===== config.mk =====
export PLATFORM = sky130hd
export DESIGN_NAME = alu_core
export DESIGN_NICKNAME = d
export VERILOG_FILES = /design/src/alu_pkg.sv /design/src/alu_decode.sv /design/src/alu_recip_estimate.sv /design/src/alu_single_cycle.sv /design/src/alu_result.sv /design/src/alu_core.sv
export VERILOG_INCLUDE_DIRS = /design/src
export SDC_FILE = /design/constraint.sdc
export NUM_CORES = 2
export LEC_CHECK = 0
export BUFFER_PORTS_ARGS = -buffer_cell sky130_fd_sc_hd__buf_2
export CAP_MARGIN = 30
export CORE_MARGIN = 3
export CORE_UTILIZATION = 50
export DETAILED_ROUTE_END_ITERATION = 10
export PLACE_DENSITY = 0.65
export SLEW_MARGIN = 20
export SYNTH_ARGS = -nofsm -noshare
export SYNTH_HDL_FRONTEND = slang
export SYNTH_SLANG_ARGS = --single-unit

===== constraint.sdc =====
create_clock -name clk -period 12.8 [get_ports clk]
set_clock_uncertainty 0.1 [all_clocks]
set_input_delay 0 -clock clk [delete_from_list [all_inputs] [get_ports clk]]
set_output_delay 0 -clock clk [all_outputs]
set_load 0.005 [all_outputs]

===== src/alu_macros.svh =====
// ==================================================
// Fixed sizes of the integer execution slice
// Included by the package and by any module that
// needs a width, a register count or a table size
// ==================================================

`ifndef ALU_MACROS_SVH
`define ALU_MACROS_SVH

// Width of every data word and of the instruction word
`define ALU_WORD_W 32

// Register file holds sixteen registers
`define ALU_REG_COUNT 16

// Four address bits select one of the sixteen registers
`define ALU_REG_ADDR_W 4

// Top significand bits that index the reciprocal table
`define ALU_RECIP_BITS 6

`endif


===== src/alu_pkg.sv =====
// ==================================================
// Types, opcodes and instruction layout shared by
// the decode, execute and result stages
// ==================================================

`default_nettype none

`include "alu_macros.svh"

package alu_pkg;

	// Plain vectors for the widths that carry a meaning
	typedef logic [`ALU_WORD_W-1:0] word_t;
	typedef logic [`ALU_REG_ADDR_W-1:0] reg_addr_t;
	typedef logic [5:0] alu_op_t;
	typedef logic [`ALU_WORD_W-1:0] instr_t;

	// Opcodes, numbered in encoding order. Codes 25 and up are undefined
	localparam alu_op_t OP_OR = 6'd0;
	localparam alu_op_t OP_AND = 6'd1;
	localparam alu_op_t OP_UMINUS = 6'd2;
	localparam alu_op_t OP_XOR = 6'd3;
	localparam alu_op_t OP_NOT = 6'd4;
	localparam alu_op_t OP_IADD = 6'd5;
	localparam alu_op_t OP_ISUB = 6'd6;
	localparam alu_op_t OP_ASR = 6'd7;
	localparam alu_op_t OP_LSR = 6'd8;
	localparam alu_op_t OP_LSL = 6'd9;
	localparam alu_op_t OP_CLZ = 6'd10;
	localparam alu_op_t OP_CTZ = 6'd11;
	localparam alu_op_t OP_COPY = 6'd12;
	localparam alu_op_t OP_EQUAL = 6'd13;
	localparam alu_op_t OP_NEQUAL = 6'd14;
	localparam alu_op_t OP_SIGTR = 6'd15;
	localparam alu_op_t OP_SIGTE = 6'd16;
	localparam alu_op_t OP_SILT = 6'd17;
	localparam alu_op_t OP_SILTE = 6'd18;
	localparam alu_op_t OP_UIGTR = 6'd19;
	localparam alu_op_t OP_UIGTE = 6'd20;
	localparam alu_op_t OP_UILT = 6'd21;
	localparam alu_op_t OP_UILTE = 6'd22;
	localparam alu_op_t OP_RECIP = 6'd23;
	localparam alu_op_t OP_FTOI = 6'd24;

	// Instruction fields, given by their lowest bit
	localparam int OPCODE_LSB = 26;
	localparam int DEST_LSB = 22;
	localparam int SRC1_LSB = 18;
	localparam int SRC2_LSB = 14;
	localparam int IMM_SEL_BIT = 13;
	// Signed immediate sits in bits 12 down to 0
	localparam int IMM_MSB = 12;
	localparam int IMM_W = 13;

endpackage

`default_nettype wire


===== src/alu_decode.sv =====
// ==================================================
// Decode stage. Latches the incoming instruction,
// reads both sources with forwarding from execute,
// then registers the operation for the next cycle
// ==================================================

`default_nettype none

module alu_decode (
	input wire logic clk,
	input wire logic arst_n,
	input wire logic instr_valid,
	input wire alu_pkg::instr_t instr,
	output alu_pkg::reg_addr_t rf_read_a_addr,
	output alu_pkg::reg_addr_t rf_read_b_addr,
	input wire alu_pkg::word_t rf_read_a_data,
	input wire alu_pkg::word_t rf_read_b_data,
	input wire alu_pkg::word_t single_cycle_result,
	output logic ds_valid,
	output alu_pkg::reg_addr_t ds_dest,
	output alu_pkg::alu_op_t ds_alu_op,
	output alu_pkg::word_t operand1,
	output alu_pkg::word_t operand2
);

	import alu_pkg::*;

	// Instruction as captured on the sampling edge
	logic if_valid;
	instr_t if_instr;

	// Fields of the captured instruction
	alu_op_t if_op;
	reg_addr_t if_dest;
	logic if_imm_sel;
	word_t if_imm;

	// Source values after forwarding
	logic fwd_a;
	logic fwd_b;
	word_t src1_value;
	word_t src2_value;

	always_ff @(posedge clk or negedge arst_n)
	begin
		if (!arst_n)
		begin
			if_valid <= 1'b0;
			if_instr <= '0;
		end
		else
		begin
			if_valid <= instr_valid;
			if_instr <= instr;
		end
	end

	// Split the instruction word into its fields
	assign if_op = if_instr[OPCODE_LSB +: $bits(alu_op_t)];
	assign if_dest = if_instr[DEST_LSB +: $bits(reg_addr_t)];
	assign if_imm_sel = if_instr[IMM_SEL_BIT];
	// The immediate is sign extended to a full word
	assign if_imm = {{($bits(word_t) - IMM_W){if_instr[IMM_MSB]}}, if_instr[IMM_MSB:0]};

	// Register file is read while the instruction waits in this stage
	assign rf_read_a_addr = if_instr[SRC1_LSB +: $bits(reg_addr_t)];
	assign rf_read_b_addr = if_instr[SRC2_LSB +: $bits(reg_addr_t)];

	// The instruction now in execute is written back only at the next edge,
	// so a read of its destination takes the execute result instead
	assign fwd_a = ds_valid && (ds_dest == rf_read_a_addr);
	assign fwd_b = ds_valid && (ds_dest == rf_read_b_addr);
	assign src1_value = fwd_a ? single_cycle_result : rf_read_a_data;
	assign src2_value = fwd_b ? single_cycle_result : rf_read_b_data;

	always_ff @(posedge clk or negedge arst_n)
	begin
		if (!arst_n)
		begin
			ds_valid <= 1'b0;
			ds_dest <= '0;
			ds_alu_op <= '0;
			operand1 <= '0;
			operand2 <= '0;
		end
		else
		begin
			ds_valid <= if_valid;
			ds_dest <= if_dest;
			ds_alu_op <= if_op;
			operand1 <= src1_value;
			// Immediate select picks the second operand
			operand2 <= if_imm_sel ? if_imm : src2_value;
		end
	end

endmodule

`default_nettype wire


===== src/alu_recip_estimate.sv =====
// ==================================================
// Single-precision reciprocal estimate with a small
// lookup table indexed by the top fraction bits
// ==================================================

`default_nettype none

`include "alu_macros.svh"

module alu_recip_estimate (
	input wire alu_pkg::word_t value,
	output alu_pkg::word_t estimate
);

	localparam int FRAC_IDX_W = `ALU_RECIP_BITS;
	localparam int TABLE_SIZE = 1 << FRAC_IDX_W;
	// Numerator chosen so that 1/(1 + i/64) lands back in 6 bits
	localparam int RECIP_NUM = 1 << (2 * FRAC_IDX_W + 1);

	typedef logic [FRAC_IDX_W-1:0] frac_idx_t;
	typedef logic [TABLE_SIZE-1:0][FRAC_IDX_W-1:0] recip_table_t;

	// Entry zero is never read, an index of zero is an exact power of two
	function automatic recip_table_t build_recip_table();
		recip_table_t table_v;
		table_v = '0;
		for (int i = 1; i < TABLE_SIZE; i++)
			table_v[i] = frac_idx_t'(RECIP_NUM / (TABLE_SIZE + i) - TABLE_SIZE);
		return table_v;
	endfunction

	localparam recip_table_t RECIP_TABLE = build_recip_table();

	logic sign;
	logic [7:0] exponent;
	frac_idx_t frac_idx;

	assign sign = value[31];
	assign exponent = value[30:23];
	assign frac_idx = value[22 -: FRAC_IDX_W];

	always_comb
	begin
		// Zero exponent reads as zero, so return infinity of the same sign
		if (exponent == 8'd0)
			estimate = {sign, 8'hff, 23'h0};
		// Power of two inverts exactly
		else if (frac_idx == '0)
			estimate = {sign, 8'd254 - exponent, 23'h0};
		// Otherwise the reciprocal falls one binade lower
		else
			estimate = {sign, 8'd253 - exponent, RECIP_TABLE[frac_idx],
				{(23 - FRAC_IDX_W){1'b0}}};
	end

endmodule

`default_nettype wire


===== src/alu_single_cycle.sv =====
// ==================================================
// Execute stage. Computes every supported operation
// in one cycle and leaves the result unregistered
// ==================================================

`default_nettype none

`include "alu_macros.svh"

module alu_single_cycle (
	input wire alu_pkg::alu_op_t ds_alu_op,
	input wire alu_pkg::word_t operand1,
	input wire alu_pkg::word_t operand2,
	output alu_pkg::word_t single_cycle_result
);

	import alu_pkg::*;

	// Shared adder that subtracts for everything except add
	logic do_subtract;
	logic carry_out;
	word_t sum_difference;
	logic zero;
	logic overflow;
	logic signed_lt;
	logic unsigned_lt;

	assign do_subtract = ds_alu_op != OP_IADD;
	assign {carry_out, sum_difference} = {1'b0, operand1}
		+ {1'b0, operand2 ^ {`ALU_WORD_W{do_subtract}}} + word_t'(do_subtract);

	// Flags only mean something when subtracting
	assign zero = sum_difference == '0;
	// Operands of opposite sign and result sign differing from operand1
	assign overflow = (operand1[31] != operand2[31]) && (sum_difference[31] != operand1[31]);
	assign signed_lt = sum_difference[31] ^ overflow;
	// No carry out of a subtraction means a borrow
	assign unsigned_lt = ~carry_out;

	// Trailing zero count of operand2 by halving the search window
	logic [4:0] trailing_zeroes;
	logic [15:0] tz_val16;
	logic [7:0] tz_val8;
	logic [3:0] tz_val4;

	assign trailing_zeroes[4] = operand2[15:0] == 16'h0;
	assign tz_val16 = trailing_zeroes[4] ? operand2[31:16] : operand2[15:0];
	assign trailing_zeroes[3] = tz_val16[7:0] == 8'h0;
	assign tz_val8 = trailing_zeroes[3] ? tz_val16[15:8] : tz_val16[7:0];
	assign trailing_zeroes[2] = tz_val8[3:0] == 4'h0;
	assign tz_val4 = trailing_zeroes[2] ? tz_val8[7:4] : tz_val8[3:0];
	assign trailing_zeroes[1] = tz_val4[1:0] == 2'b0;
	assign trailing_zeroes[0] = trailing_zeroes[1] ? ~tz_val4[2] : ~tz_val4[0];

	// Leading zero count works the same way from the top end
	logic [4:0] leading_zeroes;
	logic [15:0] lz_val16;
	logic [7:0] lz_val8;
	logic [3:0] lz_val4;

	assign leading_zeroes[4] = operand2[31:16] == 16'h0;
	assign lz_val16 = leading_zeroes[4] ? operand2[15:0] : operand2[31:16];
	assign leading_zeroes[3] = lz_val16[15:8] == 8'h0;
	assign lz_val8 = leading_zeroes[3] ? lz_val16[7:0] : lz_val16[15:8];
	assign leading_zeroes[2] = lz_val8[7:4] == 4'h0;
	assign lz_val4 = leading_zeroes[2] ? lz_val8[3:0] : lz_val8[7:4];
	assign leading_zeroes[1] = lz_val4[3:2] == 2'b0;
	assign leading_zeroes[0] = leading_zeroes[1] ? ~lz_val4[1] : ~lz_val4[3];

	// Float fields of operand2 for the conversion
	logic fp_sign;
	logic [7:0] fp_exponent;
	logic [7:0] ftoi_shift;
	word_t fp_significand;

	assign fp_sign = operand2[31];
	assign fp_exponent = operand2[30:23];
	// Hidden one restored above the fraction
	assign fp_significand = {8'h0, 1'b1, operand2[22:0]};
	// Significand is already scaled by 2^23, so the shift is 150 minus exponent
	assign ftoi_shift = 8'd150 - fp_exponent;

	// One right shifter serves LSR, ASR and the conversion alignment
	logic is_ftoi;
	logic [4:0] shift_amount;
	word_t shift_in;
	logic shift_fill;
	logic shift_too_far;
	logic [2*`ALU_WORD_W-1:0] rshift_wide;
	word_t rshift;

	assign is_ftoi = ds_alu_op == OP_FTOI;
	assign shift_amount = is_ftoi ? ftoi_shift[4:0] : operand2[4:0];
	assign shift_in = is_ftoi ? fp_significand : operand1;
	assign shift_fill = (ds_alu_op == OP_ASR) && operand1[31];
	assign rshift_wide = {{`ALU_WORD_W{shift_fill}}, shift_in} >> shift_amount;
	assign rshift = rshift_wide[`ALU_WORD_W-1:0];
	// Any amount bit above bit 4 puts the shift at 32 or beyond
	assign shift_too_far = operand2[31:5] != '0;

	word_t reciprocal;

	alu_recip_estimate u_recip (
		.value(operand2),
		.estimate(reciprocal)
	);

	always_comb
	begin
		case (ds_alu_op)
			OP_OR: single_cycle_result = operand1 | operand2;
			OP_AND: single_cycle_result = operand1 & operand2;
			OP_UMINUS: single_cycle_result = -operand2;
			OP_XOR: single_cycle_result = operand1 ^ operand2;
			OP_NOT: single_cycle_result = ~operand2;
			OP_IADD, OP_ISUB: single_cycle_result = sum_difference;
			// Overlong right shifts leave only the fill bits
			OP_ASR, OP_LSR: single_cycle_result = shift_too_far ? {`ALU_WORD_W{shift_fill}} : rshift;
			OP_LSL: single_cycle_result = shift_too_far ? '0 : operand1 << operand2[4:0];
			OP_CLZ: single_cycle_result = (operand2 == '0) ? 32'd32 : word_t'(leading_zeroes);
			OP_CTZ: single_cycle_result = (operand2 == '0) ? 32'd32 : word_t'(trailing_zeroes);
			OP_COPY: single_cycle_result = operand2;
			// Comparisons return 0 or 1
			OP_EQUAL: single_cycle_result = word_t'(zero);
			OP_NEQUAL: single_cycle_result = word_t'(!zero);
			OP_SIGTR: single_cycle_result = word_t'(!signed_lt && !zero);
			OP_SIGTE: single_cycle_result = word_t'(!signed_lt);
			OP_SILT: single_cycle_result = word_t'(signed_lt);
			OP_SILTE: single_cycle_result = word_t'(signed_lt | zero);
			OP_UIGTR: single_cycle_result = word_t'(!unsigned_lt && !zero);
			OP_UIGTE: single_cycle_result = word_t'(!unsigned_lt);
			OP_UILT: single_cycle_result = word_t'(unsigned_lt);
			OP_UILTE: single_cycle_result = word_t'(unsigned_lt | zero);
			OP_RECIP: single_cycle_result = reciprocal;
			OP_FTOI:
			begin
				// Magnitude below one truncates to zero
				if (fp_exponent < 8'd127)
					single_cycle_result = '0;
				else if (fp_sign)
					single_cycle_result = -rshift;
				else
					single_cycle_result = rshift;
			end
			// Undefined opcodes
			default: single_cycle_result = '0;
		endcase
	end

endmodule

`default_nettype wire


===== src/alu_result.sv =====
// ==================================================
// Result stage. Registers each valid result, writes
// it to the register file and shows it for a cycle
// ==================================================

`default_nettype none

`include "alu_macros.svh"

module alu_result (
	input wire logic clk,
	input wire logic arst_n,
	input wire logic ds_valid,
	input wire alu_pkg::reg_addr_t ds_dest,
	input wire alu_pkg::word_t single_cycle_result,
	input wire alu_pkg::reg_addr_t rf_read_a_addr,
	input wire alu_pkg::reg_addr_t rf_read_b_addr,
	output alu_pkg::word_t rf_read_a_data,
	output alu_pkg::word_t rf_read_b_data,
	output logic result_valid,
	output alu_pkg::reg_addr_t result_reg,
	output alu_pkg::word_t result_data
);

	import alu_pkg::*;

	// Sixteen general registers, all writable
	word_t regs [`ALU_REG_COUNT];

	// Written on the same edge as the result register
	always_ff @(posedge clk or negedge arst_n)
	begin
		if (!arst_n)
		begin
			for (int i = 0; i < `ALU_REG_COUNT; i++)
				regs[i] <= '0;
		end
		else if (ds_valid)
			regs[ds_dest] <= single_cycle_result;
	end

	// Two read ports, decode handles the write of the same cycle by forwarding
	assign rf_read_a_data = regs[rf_read_a_addr];
	assign rf_read_b_data = regs[rf_read_b_addr];

	always_ff @(posedge clk or negedge arst_n)
	begin
		if (!arst_n)
		begin
			result_valid <= 1'b0;
			result_reg <= '0;
			result_data <= '0;
		end
		else
		begin
			result_valid <= ds_valid;
			// Hold the last result while no new one arrives
			if (ds_valid)
			begin
				result_reg <= ds_dest;
				result_data <= single_cycle_result;
			end
		end
	end

endmodule

`default_nettype wire


===== src/alu_core.sv =====
// ==================================================
// Top level of the execution slice. One instruction
// per cycle in, its result two cycles later out
// ==================================================

`default_nettype none

module alu_core (
	input wire logic clk,
	input wire logic arst_n,
	input wire logic instr_valid,
	input wire alu_pkg::instr_t instr,
	output logic result_valid,
	output alu_pkg::reg_addr_t result_reg,
	output alu_pkg::word_t result_data
);

	import alu_pkg::*;

	// Decode outputs into execute and result
	logic ds_valid;
	reg_addr_t ds_dest;
	alu_op_t ds_alu_op;
	word_t operand1;
	word_t operand2;

	// Execute result, also forwarded back to decode
	word_t single_cycle_result;

	// Register file read ports
	reg_addr_t rf_read_a_addr;
	reg_addr_t rf_read_b_addr;
	word_t rf_read_a_data;
	word_t rf_read_b_data;

	alu_decode u_decode (
		.clk(clk),
		.arst_n(arst_n),
		.instr_valid(instr_valid),
		.instr(instr),
		.rf_read_a_addr(rf_read_a_addr),
		.rf_read_b_addr(rf_read_b_addr),
		.rf_read_a_data(rf_read_a_data),
		.rf_read_b_data(rf_read_b_data),
		.single_cycle_result(single_cycle_result),
		.ds_valid(ds_valid),
		.ds_dest(ds_dest),
		.ds_alu_op(ds_alu_op),
		.operand1(operand1),
		.operand2(operand2)
	);

	alu_single_cycle u_execute (
		.ds_alu_op(ds_alu_op),
		.operand1(operand1),
		.operand2(operand2),
		.single_cycle_result(single_cycle_result)
	);

	alu_result u_result (
		.clk(clk),
		.arst_n(arst_n),
		.ds_valid(ds_valid),
		.ds_dest(ds_dest),
		.single_cycle_result(single_cycle_result),
		.rf_read_a_addr(rf_read_a_addr),
		.rf_read_b_addr(rf_read_b_addr),
		.rf_read_a_data(rf_read_a_data),
		.rf_read_b_data(rf_read_b_data),
		.result_valid(result_valid),
		.result_reg(result_reg),
		.result_data(result_data)
	);

endmodule

`default_nettype wire


==> reports/metrics.cfg <==
[logic_synthesis]
synthAdderAreaFrac = 0.0330
yosysMostFrequentCell = dfrtp_1
synth_flop_cell = dfrtp_1
yosys-top-cells-area = dfrtp_1 37%, mux4_2 18%, a21oi_1 6.1%
yosysUniqueCellTypes = 115
synth_warnings = 0
synth_top_family_by_area = multiplexers
async_flop_share = 1.00
mappedNetlistArea_sq_mm = 0.0442
yosys.area.top_type = dfrtp_1
synth_seq_area_share = 0.372
yosys.area_share.simple = 0.126
postSynthCellCount = 4462
synth.top_cells.by_count = 657 x dfrtp_1, 541 x a21oi_1, 535 x nor2_1
ys_ff_latch = 657
syn_nets = 4613
yosys.area_share.xor_xnor = 0.0200
synth_compound_area_frac = 0.177
synth_mux_area_frac = 0.223
syn_avg_cell_area_sq_um = 9.90
netlist.area_leader.share = 0.372
synth_edf_count = 0

[drt]
via_per_inst = 6.88
via_count = 38800
drc = 0
first_iter_violations = 4768
drt_first_pass_iters = 6
wl_per_cell_microns = 32.5
routed_wl_microns = 183000
drtAntennaViolNets = 0

[pwr]
peakVddDrop_v = 0.000171
p_per_area_mw_per_mm2 = 181
p_leak_nw = 19.9

[clock_network]
cts.sinks = 657
cts_resized = 0
tritoncts = yes
root_buffer = clkbuf_16
clk-insertion-delay-late_ps = 660
cts.clk_slew.worst_paths_ps = 70
cts_max_level = 3
cts_max_path_buffers = 3
numCtsBuffers = 74

[cells_and_area]
fillers = 7625
top_register = u_result.regs
finalNonFillerCells = 5640
nets = 4573
largest_reg_flops = 512
area_growth_pct = 10.9
regArea_sq_mm = 0.0165
utilization = 0.562
drive_gt1_frac = 0.199
multi_input_area_sq_mm = 0.0258

[global_routing]
grt_pass1_vias = 37100
gr-total-overflow = 0
track_usage = 0.398
antenna_found_initial = 8
grt_max_degree = 173
grt_pass1_wl_microns = 264000

[setup_path]
cp_cell_sequence = nor4b_2, nand2_2, buf_16, xnor2_1, ha_1, and3_1, a221o_1, a21o_1, nor4b_1, nor2_1, o41a_1, a211oi_1, nand4_1, or4_1, mux2i_4, o21ai_0
cp.buffers_inverters = 1
crit_path_max_incr_delay_ps = 680
path_delay_family = simple AND/OR/NAND/NOR gates
worst_ep_arrival_time_ps = 7180
critPathKind = reg2reg
crit_path_end_kind = flop
cp.required_ps = 13160
critPathSlowestCell = dfrtp_1
cp-start-kind = flop
crit_fanout = 20

[floorplan]
fp-row-count = 108
die_x_microns = 303
start_util = 0.507
die_y_microns = 303
io_pins = 72
fp.dieArea_sq_mm = 0.0920
core_area_sq_mm = 0.0872

[place]
port-buffer-count = 71
hpwlAfterDp_microns = 125000
dp.cells = 5428
gp_congestion = 1.11

[sta]
fmax_mhz = 147
slew_violations = 0
tightest_slew_ps = 1110
hold_viol = 0
rsz0062_at_grt = false
final.setup.tns_ps = 0
slew_headroom = 0.249
fin_crit_ps = 6810
setup-violations-final = 0
period_share = 0.532

[outcome]
status = finished, final reports clean

[job]
drv_cap = 0

[worst_hold_path]
holdCritPathClass = in2reg

-- routing by layer --
layer / global-route usage / routed length [microns] / share of wire
met3: 0.0930 / 18300 / 0.10
met4: 0.173 / 9050 / 0.049
met1: 0.562 / 75000 / 0.41
met2: 0.592 / 81100 / 0.44
met5: 0 / 27 / 0.00015
-- placed cells by master, fill, tap and decap left out, types with 18 or more instances in the layout --
master         instances
dfrtp_1              645
a21oi_1              537
nor2_1               525
nand2_1              389
o21ai_0              368
mux4_2               362
buf_4                142
ha_1                 115
mux2i_1              113
inv_1                109
xnor2_1               80
clkbuf_16             76
buf_2                 71
dlygate4sd3_1         67
nand3_1               66
mux2_2                49
nor3_1                43
a211oi_1              36
o211ai_1              33
nand4_1               30
a31oi_1               26
a21oi_2               25
o22ai_1               24
a221oi_1              23
and3_1                22
a22oi_1               21
o31ai_1               21
a21o_1                21
nand2b_1              18
o221ai_1              18
-- metrics by stage --
step                cell area (sq um)  total power, mW  setup slack (ps)  hold slack [ps]
finish                          49000             8.86              5990             60.1
global route                    49000             9.23              5650             13.9
CTS                             48900             8.74              6170             4.77
detailed placement              45700             6.51              6220             4.33
global placement                45600             6.47              6020             2.49
floorplan                       44200             5.21              7450             -396
-- where the power goes --
part	internal, mW	leakage [nW]	total (mW)	switching [mW]
Combinational	1.46	10.6	3.68	2.23
Clock	1.29	1.24	2.20	0.907
Sequential	2.52	8.11	2.98	0.461
Total	5.27	19.9	8.86	3.59
-- cell families after synthesis --
group,after synthesis
AO/OA/AOI/OAI,1301
XOR/XNOR,99
adder cells (fa/ha/maj),116
buffers and inverters,524
flip-flops,657
multiplexers,525
AND/OR/NAND/NOR,1240
-- what timing repair did --
action	CTS	global route
setup endpoints to repair	0	0
buffers inserted	0	0
hold endpoints to repair	136	0
hold buffers	68	0
-- layout make-up --
type / count / area share
antenna: 8 / 0.000409
sequential: 657 / 0.336
clock inverter: 28 / 0.00684
clock buffer: 103 / 0.0442
multi-input combinational: 3281 / 0.526
tap: 1155 / 0.0295
inverter: 115 / 0.00881
timing repair buffer: 293 / 0.0480
-- worst paths after layout --
check / start / endpoint / slack [ps] / cells after the start
min in group asynchronous: arst_n / u_result.result_reg[0] / 480 / 4
hold reg to reg: u_decode.if_instr[22] / u_decode.ds_dest[0] / 250 / 0
max in group asynchronous: arst_n / u_decode.operand2[2] / 9880 / 7
setup / recovery: u_decode.ds_alu_op[3] / u_result.regs[448] / 5990 / 16
setup reg to reg: u_decode.ds_alu_op[3] / u_result.regs[448] / 5990 / 16
hold / removal: instr[12] / u_decode.if_instr[12] / 60 / 2
Note: power is estimated with default switching activity, not from simulation.
